[config.mk]
export PLATFORM = sky130hd
export DESIGN_NAME = vend_top
export DESIGN_NICKNAME = d
export VERILOG_FILES = /design/src/hdl/vend_pkg.sv /design/src/hdl/note_player.sv /design/src/hdl/product_select.sv /design/src/hdl/money_ledger.sv /design/src/hdl/vend_top.sv
export SDC_FILE = /design/constraint.sdc
export NUM_CORES = 1
export LEC_CHECK = 0
export ABC_CLOCK_PERIOD_IN_PS = 4500
export CAP_MARGIN = 20
export CORE_MARGIN = 4
export CORE_UTILIZATION = 33
export DETAILED_ROUTE_END_ITERATION = 6
export DONT_BUFFER_PORTS = 1
export SLEW_MARGIN = 30
export SYNTH_ARGS = -nofsm -noshare
export SYNTH_HDL_FRONTEND = slang
export SYNTH_SLANG_ARGS = --single-unit
[constraint.sdc]
create_clock -name clk -period 4.5 [get_ports clk]
set_clock_uncertainty 0.05 [all_clocks]
set_input_delay 0.225 -clock clk [delete_from_list [all_inputs] [get_ports clk]]
set_output_delay 0.225 -clock clk [all_outputs]
set_load 0.01 [all_outputs]
[src/hdl/vend_pkg.sv]
`default_nettype none

package vend_pkg;

    ////////////////////////////////////////
    // widths with a meaning

    // amount in 100 won units, as shown on the display
    typedef logic [7:0] money_t;
    // one entry of the running total history
    typedef logic [6:0] credit_t;
    typedef logic [3:0] stock_t;
    // 0 is no product, 1 to 3 are products
    typedef logic [1:0] item_t;
    typedef logic [1:0] cursor_t;
    typedef logic [2:0] note_t;
    typedef logic [2:0] step_t;

    ////////////////////////////////////////
    // products

    localparam int      NUM_PROD    = 3;
    localparam cursor_t CURSOR_MAX  = 2'd2;
    // prices and initial stock, indexed by item id
    localparam credit_t PROD_PRICE [1:NUM_PROD] = '{7'd10, 7'd12, 7'd15};
    localparam stock_t  PROD_INIT  [1:NUM_PROD] = '{4'd5, 4'd1, 4'd0};
    localparam stock_t  STOCK_LIMIT = 4'd9;

    // coins and credit history
    localparam int      HIST_DEPTH = 9;
    localparam credit_t COIN_100   = 7'd1;
    localparam credit_t COIN_500   = 7'd5;
    localparam credit_t COIN_1000  = 7'd10;

    // piezo note codes, products sit above the coins
    localparam note_t NOTE_NONE      = 3'd0;
    localparam note_t NOTE_COIN_100  = 3'd1;
    localparam note_t NOTE_COIN_500  = 3'd2;
    localparam note_t NOTE_COIN_1000 = 3'd3;
    localparam note_t NOTE_PROD_BASE = 3'd3;
    localparam step_t STEP_LAST      = 3'd4;

    // timer defaults for the board clock
    localparam int HOLD_CYCLES_DEF   = 2_000_000;
    localparam int RETURN_CYCLES_DEF = 1_000_000;
    localparam int NOTE_STEP_DEF     = 100_000;

endpackage

`default_nettype wire

[src/hdl/note_player.sv]
`timescale 1ns/100ps
`default_nettype none

module note_player
    import vend_pkg::*;
#(
    parameter int NOTE_STEP = NOTE_STEP_DEF
) (
    input  wire         clk,
    input  wire         rst,
    input  wire  note_t coin_note,
    input  wire  note_t sel_note,
    output note_t       note_state,
    output step_t       note_played
);

    localparam int STEP_W = $clog2(NOTE_STEP + 1);

    logic [STEP_W-1:0] step_cnt;
    note_t             req;

    // coin tone wins over a product tone
    assign req = (coin_note != NOTE_NONE) ? coin_note : sel_note;

    always_ff @(posedge clk) begin
        if (!rst) begin
            note_state  <= NOTE_NONE;
            note_played <= '0;
            step_cnt    <= '0;
        end else if (req != NOTE_NONE) begin
            // new request restarts the sequence
            note_state  <= req;
            note_played <= step_t'(1);
            step_cnt    <= '0;
        end else if (note_state != NOTE_NONE) begin
            if (step_cnt == STEP_W'(NOTE_STEP - 1)) begin
                step_cnt <= '0;
                if (note_played == STEP_LAST) begin
                    note_state  <= NOTE_NONE;
                    note_played <= '0;
                end else begin
                    note_played <= note_played + 1'b1;
                end
            end else begin
                step_cnt <= step_cnt + 1'b1;
            end
        end
    end

endmodule

`default_nettype wire

[src/hdl/product_select.sv]
`timescale 1ns/100ps
`default_nettype none

module product_select
    import vend_pkg::*;
(
    input  wire      clk,
    input  wire      rst,
    input  wire      move_up,
    input  wire      move_down,
    input  wire      select_toggle,
    input  wire      prod_add,
    input  wire      admin_mode,
    input  wire      vend,
    output cursor_t  cursor_pos,
    output item_t    sel_item,
    output note_t    sel_note,
    output stock_t   stock_level
);

    // stock per product, indexed by item id
    stock_t stock [1:NUM_PROD];
    // product under the cursor
    item_t  cur_item;

    assign cur_item = item_t'(cursor_pos) + item_t'(1);

    ////////////////////////////////////////
    // cursor

    // clamps at both ends
    always_ff @(posedge clk) begin
        if (!rst) begin
            cursor_pos <= '0;
        end else if (move_up && cursor_pos != '0) begin
            cursor_pos <= cursor_pos - 1'b1;
        end else if (move_down && cursor_pos != CURSOR_MAX) begin
            cursor_pos <= cursor_pos + 1'b1;
        end
    end

    ////////////////////////////////////////
    // selection and stock

    always_ff @(posedge clk) begin
        if (!rst) begin
            sel_item    <= '0;
            sel_note    <= NOTE_NONE;
            stock_level <= PROD_INIT[1];
            for (int i = 1; i <= NUM_PROD; i++) begin
                stock[i] <= PROD_INIT[i];
            end
        end else begin
            // note request lasts one cycle
            sel_note    <= NOTE_NONE;
            stock_level <= stock[cur_item];

            // same product again deselects it
            if (select_toggle) begin
                if (sel_item == cur_item) begin
                    sel_item <= '0;
                end else if (stock[cur_item] != '0) begin
                    sel_item <= cur_item;
                    sel_note <= NOTE_PROD_BASE + note_t'(cur_item);
                end
            end

            // restock only in admin mode
            if (prod_add && admin_mode && stock[cur_item] < STOCK_LIMIT) begin
                stock[cur_item] <= stock[cur_item] + 1'b1;
            end

            // purchase done in the ledger
            if (vend && sel_item != '0) begin
                stock[sel_item] <= stock[sel_item] - 1'b1;
                sel_item        <= '0;
            end
        end
    end

endmodule

`default_nettype wire

[src/hdl/money_ledger.sv]
`timescale 1ns/100ps
`default_nettype none

module money_ledger
    import vend_pkg::*;
#(
    parameter int HOLD_CYCLES   = HOLD_CYCLES_DEF,
    parameter int RETURN_CYCLES = RETURN_CYCLES_DEF
) (
    input  wire         clk,
    input  wire         rst,
    input  wire  [2:0]  coin,
    input  wire         buy,
    input  wire         return_money,
    input  wire  item_t sel_item,
    output money_t      display_money,
    output logic        vend,
    output note_t       coin_note
);

    localparam int HOLD_W = $clog2(HOLD_CYCLES + 1);
    localparam int RET_W  = $clog2(RETURN_CYCLES + 1);

    typedef enum logic [1:0] {
        DISP_TOTAL,
        DISP_HOLD,
        DISP_RETURN
    } disp_state_t;

    disp_state_t        disp_state;
    logic [HOLD_W-1:0]  hold_cnt;
    logic [RET_W-1:0]   ret_cnt;
    // hist[0] is the current credit, older totals below it
    credit_t            hist [HIST_DEPTH];
    // set after a purchase until the change is paid out
    logic               purchased;

    credit_t coin_val;
    note_t   coin_code;
    credit_t price;
    logic    can_buy;
    logic    older_empty;

    // one-hot coin decode, other patterns ignored
    always_comb begin
        case (coin)
            3'b100: begin
                coin_val  = COIN_100;
                coin_code = NOTE_COIN_100;
            end
            3'b010: begin
                coin_val  = COIN_500;
                coin_code = NOTE_COIN_500;
            end
            3'b001: begin
                coin_val  = COIN_1000;
                coin_code = NOTE_COIN_1000;
            end
            default: begin
                coin_val  = '0;
                coin_code = NOTE_NONE;
            end
        endcase
    end

    always_comb begin
        case (sel_item)
            2'd1:    price = PROD_PRICE[1];
            2'd2:    price = PROD_PRICE[2];
            2'd3:    price = PROD_PRICE[3];
            default: price = '0;
        endcase
    end

    // credit must be strictly above the price
    assign can_buy = (sel_item != '0) && (hist[0] > price);

    always_comb begin
        older_empty = 1'b1;
        for (int i = 1; i < HIST_DEPTH; i++) begin
            if (hist[i] != '0) begin
                older_empty = 1'b0;
            end
        end
    end

    ////////////////////////////////////////
    // history, purchase and display

    always_ff @(posedge clk) begin
        if (!rst) begin
            disp_state    <= DISP_TOTAL;
            hold_cnt      <= '0;
            ret_cnt       <= '0;
            purchased     <= 1'b0;
            display_money <= '0;
            vend          <= 1'b0;
            coin_note     <= NOTE_NONE;
            for (int i = 0; i < HIST_DEPTH; i++) begin
                hist[i] <= '0;
            end
        end else begin
            vend      <= 1'b0;
            coin_note <= NOTE_NONE;

            case (disp_state)
                DISP_HOLD: begin
                    // coin value shown, then back to the total
                    if (hold_cnt == HOLD_W'(HOLD_CYCLES - 1)) begin
                        disp_state    <= DISP_TOTAL;
                        display_money <= money_t'(hist[0]);
                    end else begin
                        hold_cnt <= hold_cnt + 1'b1;
                    end
                end
                DISP_RETURN: begin
                    if (ret_cnt == RET_W'(RETURN_CYCLES)) begin
                        ret_cnt <= '0;
                        if (!purchased) begin
                            // pop back to the previous total
                            for (int i = 0; i < HIST_DEPTH - 1; i++) begin
                                hist[i] <= hist[i+1];
                            end
                            hist[HIST_DEPTH-1] <= '0;
                            display_money      <= money_t'(hist[1]);
                            if (older_empty) begin
                                disp_state <= DISP_TOTAL;
                            end
                        end else if (hist[0] != '0) begin
                            // change paid one unit per step
                            hist[0]       <= hist[0] - 1'b1;
                            display_money <= money_t'(hist[0] - 1'b1);
                        end else begin
                            purchased  <= 1'b0;
                            disp_state <= DISP_TOTAL;
                        end
                    end else begin
                        ret_cnt <= ret_cnt + 1'b1;
                    end
                end
                default: ;
            endcase

            if (coin_code != NOTE_NONE) begin
                for (int i = HIST_DEPTH - 1; i > 0; i--) begin
                    hist[i] <= hist[i-1];
                end
                hist[0]       <= hist[0] + coin_val;
                display_money <= money_t'(coin_val);
                coin_note     <= coin_code;
                disp_state    <= DISP_HOLD;
                hold_cnt      <= '0;
            end else if (buy && can_buy) begin
                // older totals no longer mean anything
                for (int i = 1; i < HIST_DEPTH; i++) begin
                    hist[i] <= '0;
                end
                hist[0]       <= hist[0] - price;
                display_money <= money_t'(hist[0] - price);
                purchased     <= 1'b1;
                vend          <= 1'b1;
            end else if (return_money) begin
                display_money <= money_t'(hist[0]);
                disp_state    <= DISP_RETURN;
                ret_cnt       <= '0;
            end
        end
    end

endmodule

`default_nettype wire

[src/hdl/vend_top.sv]
`timescale 1ns/100ps
`default_nettype none

module vend_top
    import vend_pkg::*;
#(
    parameter int HOLD_CYCLES   = HOLD_CYCLES_DEF,
    parameter int RETURN_CYCLES = RETURN_CYCLES_DEF,
    parameter int NOTE_STEP     = NOTE_STEP_DEF
) (
    input  wire         clk,
    input  wire         rst,
    input  wire         move_up,
    input  wire         move_down,
    input  wire         select_toggle,
    input  wire         buy,
    input  wire  [2:0]  coin,
    input  wire         return_money,
    input  wire         prod_add,
    input  wire         admin_mode,
    output money_t      display_money,
    output note_t       note_state,
    output step_t       note_played,
    output stock_t      stock_level,
    output cursor_t     cursor_pos,
    output item_t       sel_item
);

    // links between the blocks
    logic  vend;
    note_t coin_note;
    note_t sel_note;

    product_select u_select (
        .clk           (clk),
        .rst           (rst),
        .move_up       (move_up),
        .move_down     (move_down),
        .select_toggle (select_toggle),
        .prod_add      (prod_add),
        .admin_mode    (admin_mode),
        .vend          (vend),
        .cursor_pos    (cursor_pos),
        .sel_item      (sel_item),
        .sel_note      (sel_note),
        .stock_level   (stock_level)
    );

    money_ledger #(
        .HOLD_CYCLES   (HOLD_CYCLES),
        .RETURN_CYCLES (RETURN_CYCLES)
    ) u_ledger (
        .clk           (clk),
        .rst           (rst),
        .coin          (coin),
        .buy           (buy),
        .return_money  (return_money),
        .sel_item      (sel_item),
        .display_money (display_money),
        .vend          (vend),
        .coin_note     (coin_note)
    );

    note_player #(
        .NOTE_STEP (NOTE_STEP)
    ) u_note (
        .clk         (clk),
        .rst         (rst),
        .coin_note   (coin_note),
        .sel_note    (sel_note),
        .note_state  (note_state),
        .note_played (note_played)
    );

endmodule

`default_nettype wire

==> results of run 1 <==
## state kept, by name, summed over array words and instances (netlist names), named ones only
signal,flops
u_ledger.hist,63
u_ledger.hold_cnt,21
u_ledger.ret_cnt,20
u_note.step_cnt,17
u_select.stock,16
u_ledger.display_money,8
u_select.stock_level,4
u_note.note_played,3
u_note.note_state,3
u_select.sel_note,3
u_ledger.coin_note,2
u_ledger.disp_state,2
u_select.cursor_pos,2
u_select.sel_item,2
u_ledger.purchased,1
u_ledger.vend,1
## per-layer routing
| layer | routed length (µm) | share of wire, % |
|---|---|---|
| met4 | 276 | 1.4 |
| met3 | 795 | 3.9 |
| met5 | 0 | 0 |
| met1 | 9780 | 48 |
| met2 | 9380 | 46 |
## worst max-delay path, stage by stage (launching register included)
cell                       delay [ns]
sky130_fd_sc_hd__dfxtp_1         0.67
sky130_fd_sc_hd__inv_1           0.23
sky130_fd_sc_hd__ha_1            0.55
sky130_fd_sc_hd__mux4_2          0.65
sky130_fd_sc_hd__inv_1           0.15
sky130_fd_sc_hd__ha_1            0.17
sky130_fd_sc_hd__nand2b_1        0.10
sky130_fd_sc_hd__a21oi_1         0.39
sky130_fd_sc_hd__nand2_1         0.13
sky130_fd_sc_hd__nor2_1          0.25
sky130_fd_sc_hd__a22oi_1         0.11
## power by group through the flow
stage / Combinational [mW] / Sequential [mW] / Clock [mW]
floorplan: 1.32 / 2.09 / 0
detailed placement: 1.54 / 2.26 / 0
finish: 1.57 / 2.23 / 1.51
CTS: 1.56 / 2.23 / 1.54
global route: 1.73 / 2.27 / 1.61
global placement: 1.54 / 2.26 / 0
## cell type report
| type | count | area, µm² | share of cell area (%) |
|---|---|---|---|
| multi-input combinational | 615 | 4290 | 44.0 |
| sequential | 170 | 4190 | 43.0 |
| clock buffer | 22 | 500 | 5.13 |
| tap | 335 | 419 | 4.29 |
| inverter | 45 | 169 | 1.73 |
| clock inverter | 10 | 108 | 1.10 |
| timing repair buffer | 9 | 80.1 | 0.820 |
## placed cells by master (no fill, tap or decap), drive strengths merged, types with 3 or more instances in the layout
| cell type | instances |
|---|---|
| a21o | 3 |
| nand3 | 35 |
| and4 | 9 |
| a22o | 46 |
| a21oi | 32 |
| or3 | 5 |
| xor2 | 47 |
| a211oi | 7 |
| nand2b | 8 |
| o211ai | 6 |
| nor2 | 101 |
| nor4bb | 3 |
| dlygate4sd3 | 5 |
| and3 | 6 |
| a221oi | 3 |
| o21a | 6 |
| nand2 | 55 |
| dfxtp | 91 |
| ha | 27 |
| a22oi | 8 |
| nand4 | 22 |
| buf | 4 |
| clkbuf | 22 |
| or3b | 3 |
| nor2b | 6 |
| clkinv | 4 |
| or4b | 4 |
| o21ai | 20 |
| edfxtp | 79 |
| mux4 | 8 |
| o31ai | 4 |
| nor4 | 20 |
| nand3b | 3 |
| xnor2 | 25 |
| nor3 | 19 |
| inv | 48 |
| o22ai | 15 |
| and2 | 13 |
| or4 | 3 |
| mux2i | 9 |
## cell families after synthesis
family | count (synthesis)
multiplexers | 17
adder cells (fa/ha/maj) | 29
AND/OR/NAND/NOR | 324
XOR/XNOR | 72
flip-flops | 170
buffers and inverters | 87
AO/OA/AOI/OAI | 173
## stage by stage
step,area (µm²),util [%]
final,9760,37.2
after global routing,9760,37.2
after CTS,9760,37.2
after detailed placement,9110,34.7
after global placement,9100,34.6
after floorplan,8890,-
## worst min-delay path by stage
stage / start / depth (start not counted) / to / slack [ns]
3_5_place_dp: rst / 1 / u_select.stock_level[0]$_SDFF_PN1_ / 0.25
3_3_place_gp: coin[2] / 1 / u_ledger.coin_note[1]$_SDFF_PN0_ / 0.26
2_1_floorplan: return_money / 1 / u_ledger.display_money[7]$_SDFFE_PP0P_ / 0.28
5_1_grt: coin[1] / 3 / u_ledger.display_money[2]$_SDFFE_PN0P_ / 0.04
4_1_cts: coin[1] / 3 / u_ledger.display_money[2]$_SDFFE_PN0P_ / 0.02
6_report: coin[1] / 3 / u_ledger.display_money[2]$_SDFFE_PN0P_ / 0.03
==> impl_metrics.tcl, run 1 <==
set metrics [dict create \
    result_of_the_run "complete, no violations" \
    final-setup-viol-count 0 \
    cts_resized 0 \
    gpl.final_weighted_congestion 0.845 \
    vias_in_the_first_global_route 6181 \
    worstPathMaxFanout 10 \
    yosys.area_share.simple_pct 19.4 \
    critPathRequiredTime_ns 4.60 \
    final.hold.worst_slack_ns 0.0326 \
    preCtsSetupSlack_ns 0.827 \
    yosys.area.top_type "sky130_fd_sc_hd__edfxtp_1" \
    synth_top_family_by_area "simple AND/OR/NAND/NOR gates" \
    via_per_inst 5.34 \
    clkTransAtPathRegs_ns 0.06 \
    synth_cell_type_count 83 \
    syn-cell-area_mm2 0.00889 \
    timing.reg2reg.worst_path_depth 10 \
    postCtsSetupRepairBufs 0 \
    worst_path_setup_slack_after_routing_ns 0.788 \
    layout.cells.non_filler 1206 \
    grt.total_usage_pct 14.0 \
    syn-num-nets 913 \
    final.min_clock_period_ns 3.71 \
    totalPowerFinal_mw 5.31 \
    die_area_mm2 0.0296 \
    place_inst 1169 \
    report.final.hold_viol_count 0 \
    relSlewSlack_pct 44.6 \
    tritoncts_num_sinks 170 \
    grt.met3_usage_pct 2.67 \
    drc 0 \
    power.share.switching_pct 35.2 \
    worstMarginPinSlew_ns 0.830 \
    synth-compound-area-share_pct 14.5 \
    drt_pre_antenna_iters 5 \
    synth_xor_xnor_area_share_pct 7.10 \
    drt-wirelength-per-cell_um 16.8 \
    cap_violations 0 \
    synth-warning-count 0 \
    hpwl_after_detailed_placement_mm 14.1 \
    ys_dominant_reg_cell "sky130_fd_sc_hd__dfxtp_1" \
    die_width_um 172 \
    ys_top_cells_by_count "sky130_fd_sc_hd__nor2_1, sky130_fd_sc_hd__dfxtp_1, sky130_fd_sc_hd__edfxtp_1" \
    period_share_pct 82.5 \
    grt_first_pass_wirelength_mm 33.2 \
    hp-class "in2reg" \
    grt_antenna_before_repair 0 \
    vdd_ir_drop_max_mv 0.212 \
    multiplexer_area_fraction_after_synthesis_pct 3.04 \
    vert_die_dim_um 172 \
    io_buffers 0 \
    route.final.wire_length_mm 20.2 \
    grt_max_degree 57 \
    number_of_storage_elements_in_the_synthesis_netlist 170 \
    met2_usage_pct 22.3 \
    synth_top_cell_area_share_pct 26.7 \
    critical_path.reg2reg.endpoint "u_select.stock[1][2]$_DFFE_PP_" \
    synthesis.instances 872 \
    internal_power_mw 3.44 \
    timing.final.max_slew_violations 0 \
    layout-drive-gt1-share_pct 7.69 \
    beginning_of_the_critical_path "u_select.cursor_pos[0]$_SDFFE_PN0P_" \
    combinationalPowerShare_pct 29.5 \
    worst_setup_path_start_kind "flop" \
    grt_most_used_layer "met2" \
    rsz0062_at_grt "no" \
    tritoncts.num_buffers 17 \
    tritoncts "done" \
    critical_path.reg2reg.startpoint "u_select.cursor_pos[0]$_SDFFE_PN0P_" \
    finish.net_count 899 \
    syn_to_final_growth_pct 9.88 \
    num_vias 6439 \
    met1_usage_pct 19.4 \
    synth_async_sr_flop_share_pct 0 \
    floorplan.rows 59 \
    timing.critical_path.to "u_select.stock[1][2]$_DFFE_PP_" \
    fin_setup_tns_ns 0 \
    cts.root.buffer_cell "sky130_fd_sc_hd__clkbuf_16" \
    starting_density_pct 33.8 \
    seq_area_frac_synth_pct 47.2 \
    antenna_left 0 \
    synth_edf_count 79 \
    pwr_density_cell_mw_per_mm2 543 \
    core_area_mm2 0.0263 \
    fillCellCount 2624 \
    ioPinCount 34 \
    post-synth-top-count-cell "sky130_fd_sc_hd__nor2_1" \
    timing.setup.critical_path_class "reg2reg" \
    rrSetupSlack_ns 0.79 \
    clk_latency_ns 0.43 \
    synth.area.top_cells "sky130_fd_sc_hd__edfxtp_1, sky130_fd_sc_hd__dfxtp_1, sky130_fd_sc_hd__xor2_1" \
    hold_buffers 5 \
    worst-endpoint-arrival_ns 3.81 \
    antenna_cells 0 \
    cp_endpoint_kind "flop" \
    power_frac_clock_pct 28.5 \
    cts.path.max_buffers 2 \
    synthAdderAreaFrac_pct 4.25 \
    netSwitchingPower_mw 1.87 \
    max_clock_freq_ghz 0.269 \
    first_iter_violations 434 \
    avgSynthCellArea_um2 10.2 \
    globalRouteOverflowTotal 0 \
    share_seq_of_total_power_pct 42.0 \
    static_leakage_nw 3.44 \
    clock_tree.htree_level_count 4 \
]
No activity file was read; power rests on OpenSTA's default activity.
==> run 2, diff against run 1 <==
--- a/config.mk
+++ b/config.mk
@@ -5,7 +5,7 @@
 export SDC_FILE = /design/constraint.sdc
 export NUM_CORES = 1
 export LEC_CHECK = 0
-export ABC_CLOCK_PERIOD_IN_PS = 4500
+export ABC_CLOCK_PERIOD_IN_PS = 3750
 export CAP_MARGIN = 20
 export CORE_MARGIN = 4
 export CORE_UTILIZATION = 33
==> constraint.sdc (replaced) <==
create_clock -name clk -period 3.75 [get_ports clk]
set_clock_uncertainty 0.05 [all_clocks]
set_input_delay 0.1875 -clock clk [delete_from_list [all_inputs] [get_ports clk]]
set_output_delay 0.1875 -clock clk [all_outputs]
set_load 0.01 [all_outputs]
==> run 2 against run 1 <==
  * Worst hold slack got worse by 0.018 ns
  * Die area unchanged
  * Non-clock buffer count increased by 16
  * Critical endpoint is now u_ledger.hist[0][6]$_DFFE_PP_
==> impl_metrics.tcl, run 2 (synthesized netlist as in run 1, its figures left out) <==
set metrics [dict create \
    final_area_mm2 0.00994 \
    drt_pre_antenna_iters 5 \
    fillCellCount 2600 \
    antenna_cells 0 \
    worstMarginPinSlew_ns 0.820 \
    tritoncts.num_buffers 17 \
    rsz0062_at_grt "no" \
    critical_path.max_stage_delay_ns 0.50 \
    layout_commonest_cell "sky130_fd_sc_hd__nor2_1" \
    route.final.wire_length_mm 20.8 \
    tritoncts_num_sinks 170 \
    drt-wirelength-per-cell_um 17.0 \
    hpwl_after_detailed_placement_mm 14.4 \
    tritoncts "done" \
    clock_tree.htree_level_count 4 \
    hp-class "in2reg" \
    core_area_mm2 0.0263 \
    die_width_um 172 \
    worst_path_setup_slack_after_routing_ns 0.698 \
    cts.path.max_buffers 2 \
    buffers_plus_inverters_on_the_worst_setup_path 2 \
    preCtsSetupSlack_ns 0.772 \
    postCtsSetupRepairBufs 0 \
    critical_path.top_delay_family "compound AO/OA/AOI/OAI gates" \
    regMostFlops "u_ledger.hist" \
    vdd_ir_drop_max_mv 0.293 \
    highest_metal_layer_with_signal_wires "met4" \
    ioPinCount 34 \
    pwr_density_cell_mw_per_mm2 660 \
    antenna_left 0 \
    via_per_inst 5.39 \
    crit_path_cell_trace "inv_1, ha_1, fa_1, and2b_1, o22ai_1, a21oi_2, nand2_1, clkinv_1, a21oi_1, a22oi_1" \
    starting_density_pct 33.8 \
    globalRouteOverflowTotal 0 \
    crit_path_top_delay_cell "sky130_fd_sc_hd__a21oi_2" \
    final.hold.worst_slack_ns 0.0142 \
    clk_latency_ns 0.44 \
    timing.setup.critical_path_class "reg2reg" \
    detailroute.wirelength.met3_um 991 \
    static_leakage_nw 3.54 \
    grt.total_usage_pct 14.5 \
    place_inst 1181 \
    result_of_the_run "complete, no violations" \
    largest_register_ff_count 63 \
    hold_buffers 9 \
    cp_endpoint_kind "flop" \
    cts_resized 0 \
    route.met2.wl_mm 9.43 \
    most-common-layout-cells "sky130_fd_sc_hd__nor2_1, sky130_fd_sc_hd__dfxtp_1, sky130_fd_sc_hd__edfxtp_1" \
    final-setup-viol-count 0 \
    report.final.hold_viol_count 0 \
    num_vias 6582 \
    layout_top_registers "u_ledger.hist: 63 flops, u_ledger.hold_cnt: 21 flops, u_ledger.ret_cnt: 20 flops" \
    die_area_mm2 0.0296 \
    first_iter_violations 566 \
    totalPowerFinal_mw 6.56 \
    cts.root.buffer_cell "sky130_fd_sc_hd__clkbuf_16" \
    floorplan.rows 59 \
    timing.final.max_slew_violations 0 \
    gpl.final_weighted_congestion 0.855 \
    fin_setup_tns_ns 0 \
    cap_violations 0 \
    period_share_pct 81.4 \
    grt_max_degree 55 \
    worstPathMaxFanout 10 \
    finish.net_count 915 \
    worst_setup_path_start_kind "flop" \
    critPathRequiredTime_ns 3.96 \
    layout.cells.non_filler 1222 \
    final.min_clock_period_ns 3.05 \
    layout-drive-gt1-share_pct 9.58 \
    vias_in_the_first_global_route 6387 \
    worst-endpoint-arrival_ns 3.27 \
    drc 0 \
    io_buffers 0 \
    relSlewSlack_pct 45.1 \
    max_clock_freq_ghz 0.328 \
    grt_antenna_before_repair 0 \
    met1_length_mm 9.93 \
    syn_to_final_growth_pct 11.9 \
    grt_first_pass_wirelength_mm 34.4 \
    placed_area_mm2 0.00920 \
    vert_die_dim_um 172 \
    clkTransAtPathRegs_ns 0.07 \
    utilization_pct 37.8 \
]
## run 2: changes by cell type in the layout (fill, tap and decap cells not counted), moves of 2 or more
cell and delta:
sky130_fd_sc_hd__inv_6 +2, sky130_fd_sc_hd__clkinv_1 -2, sky130_fd_sc_hd__dfxtp_2 +2, sky130_fd_sc_hd__dlygate4sd3_1 +4, sky130_fd_sc_hd__dfxtp_1 -2, sky130_fd_sc_hd__buf_4 +12
## run 2: area by class of cell
type / instances / area (µm²) / area share (%)
repair buffers: 25 / 210 / 2.11
multi-input cells: 615 / 4300 / 43.2
clock inverters: 11 / 149 / 1.50
inverters: 45 / 169 / 1.70
clock buffers: 21 / 503 / 5.06
flip-flops and latches: 170 / 4200 / 42.2
well taps: 335 / 419 / 4.22
## run 2: path summary, 6_finish.rpt
kind,depth (start not counted),slack (ns),end,startpoint
setup / recovery,10,0.70,u_ledger.hist[0][6]$_DFFE_PP_,u_ledger.hist[0][0]$_DFFE_PP_
hold / removal,1,0.01,u_select.stock[2][0]$_DFFE_PP_,rst
setup reg to reg,10,0.70,u_ledger.hist[0][6]$_DFFE_PP_,u_ledger.hist[0][0]$_DFFE_PP_
hold reg to reg,2,0.42,u_note.note_state[2]$_SDFFE_PN0P_,u_select.sel_note[2]$_SDFF_PP0_
## run 2: where the power goes
group / switching (mW) / internal, mW / total, mW
registers: 0.293 / 2.27 / 2.56
clock network: 0.756 / 1.17 / 1.93
logic: 1.24 / 0.824 / 2.07
total: 2.29 / 4.27 / 6.56
## run 2: per-layer routing
| layer | vias to the layer above | global-route usage, % |
|---|---|---|
| met4 | 0 | 4.96 |
| met2 | 152 | 22.1 |
| li1 | 3226 | - |
| met1 | 3171 | 20.4 |
| met5 | - | 0 |
| met3 | 33 | 3.20 |
## run 2: worst reg2reg max path: stages, from the launching register on
cell	delay [ns]
sky130_fd_sc_hd__edfxtp_1	0.39
sky130_fd_sc_hd__inv_1	0.12
sky130_fd_sc_hd__ha_1	0.24
sky130_fd_sc_hd__fa_1	0.40
sky130_fd_sc_hd__and2b_1	0.22
sky130_fd_sc_hd__o22ai_1	0.12
sky130_fd_sc_hd__a21oi_2	0.50
sky130_fd_sc_hd__nand2_1	0.32
sky130_fd_sc_hd__clkinv_1	0.25
sky130_fd_sc_hd__a21oi_1	0.07
sky130_fd_sc_hd__a22oi_1	0.20
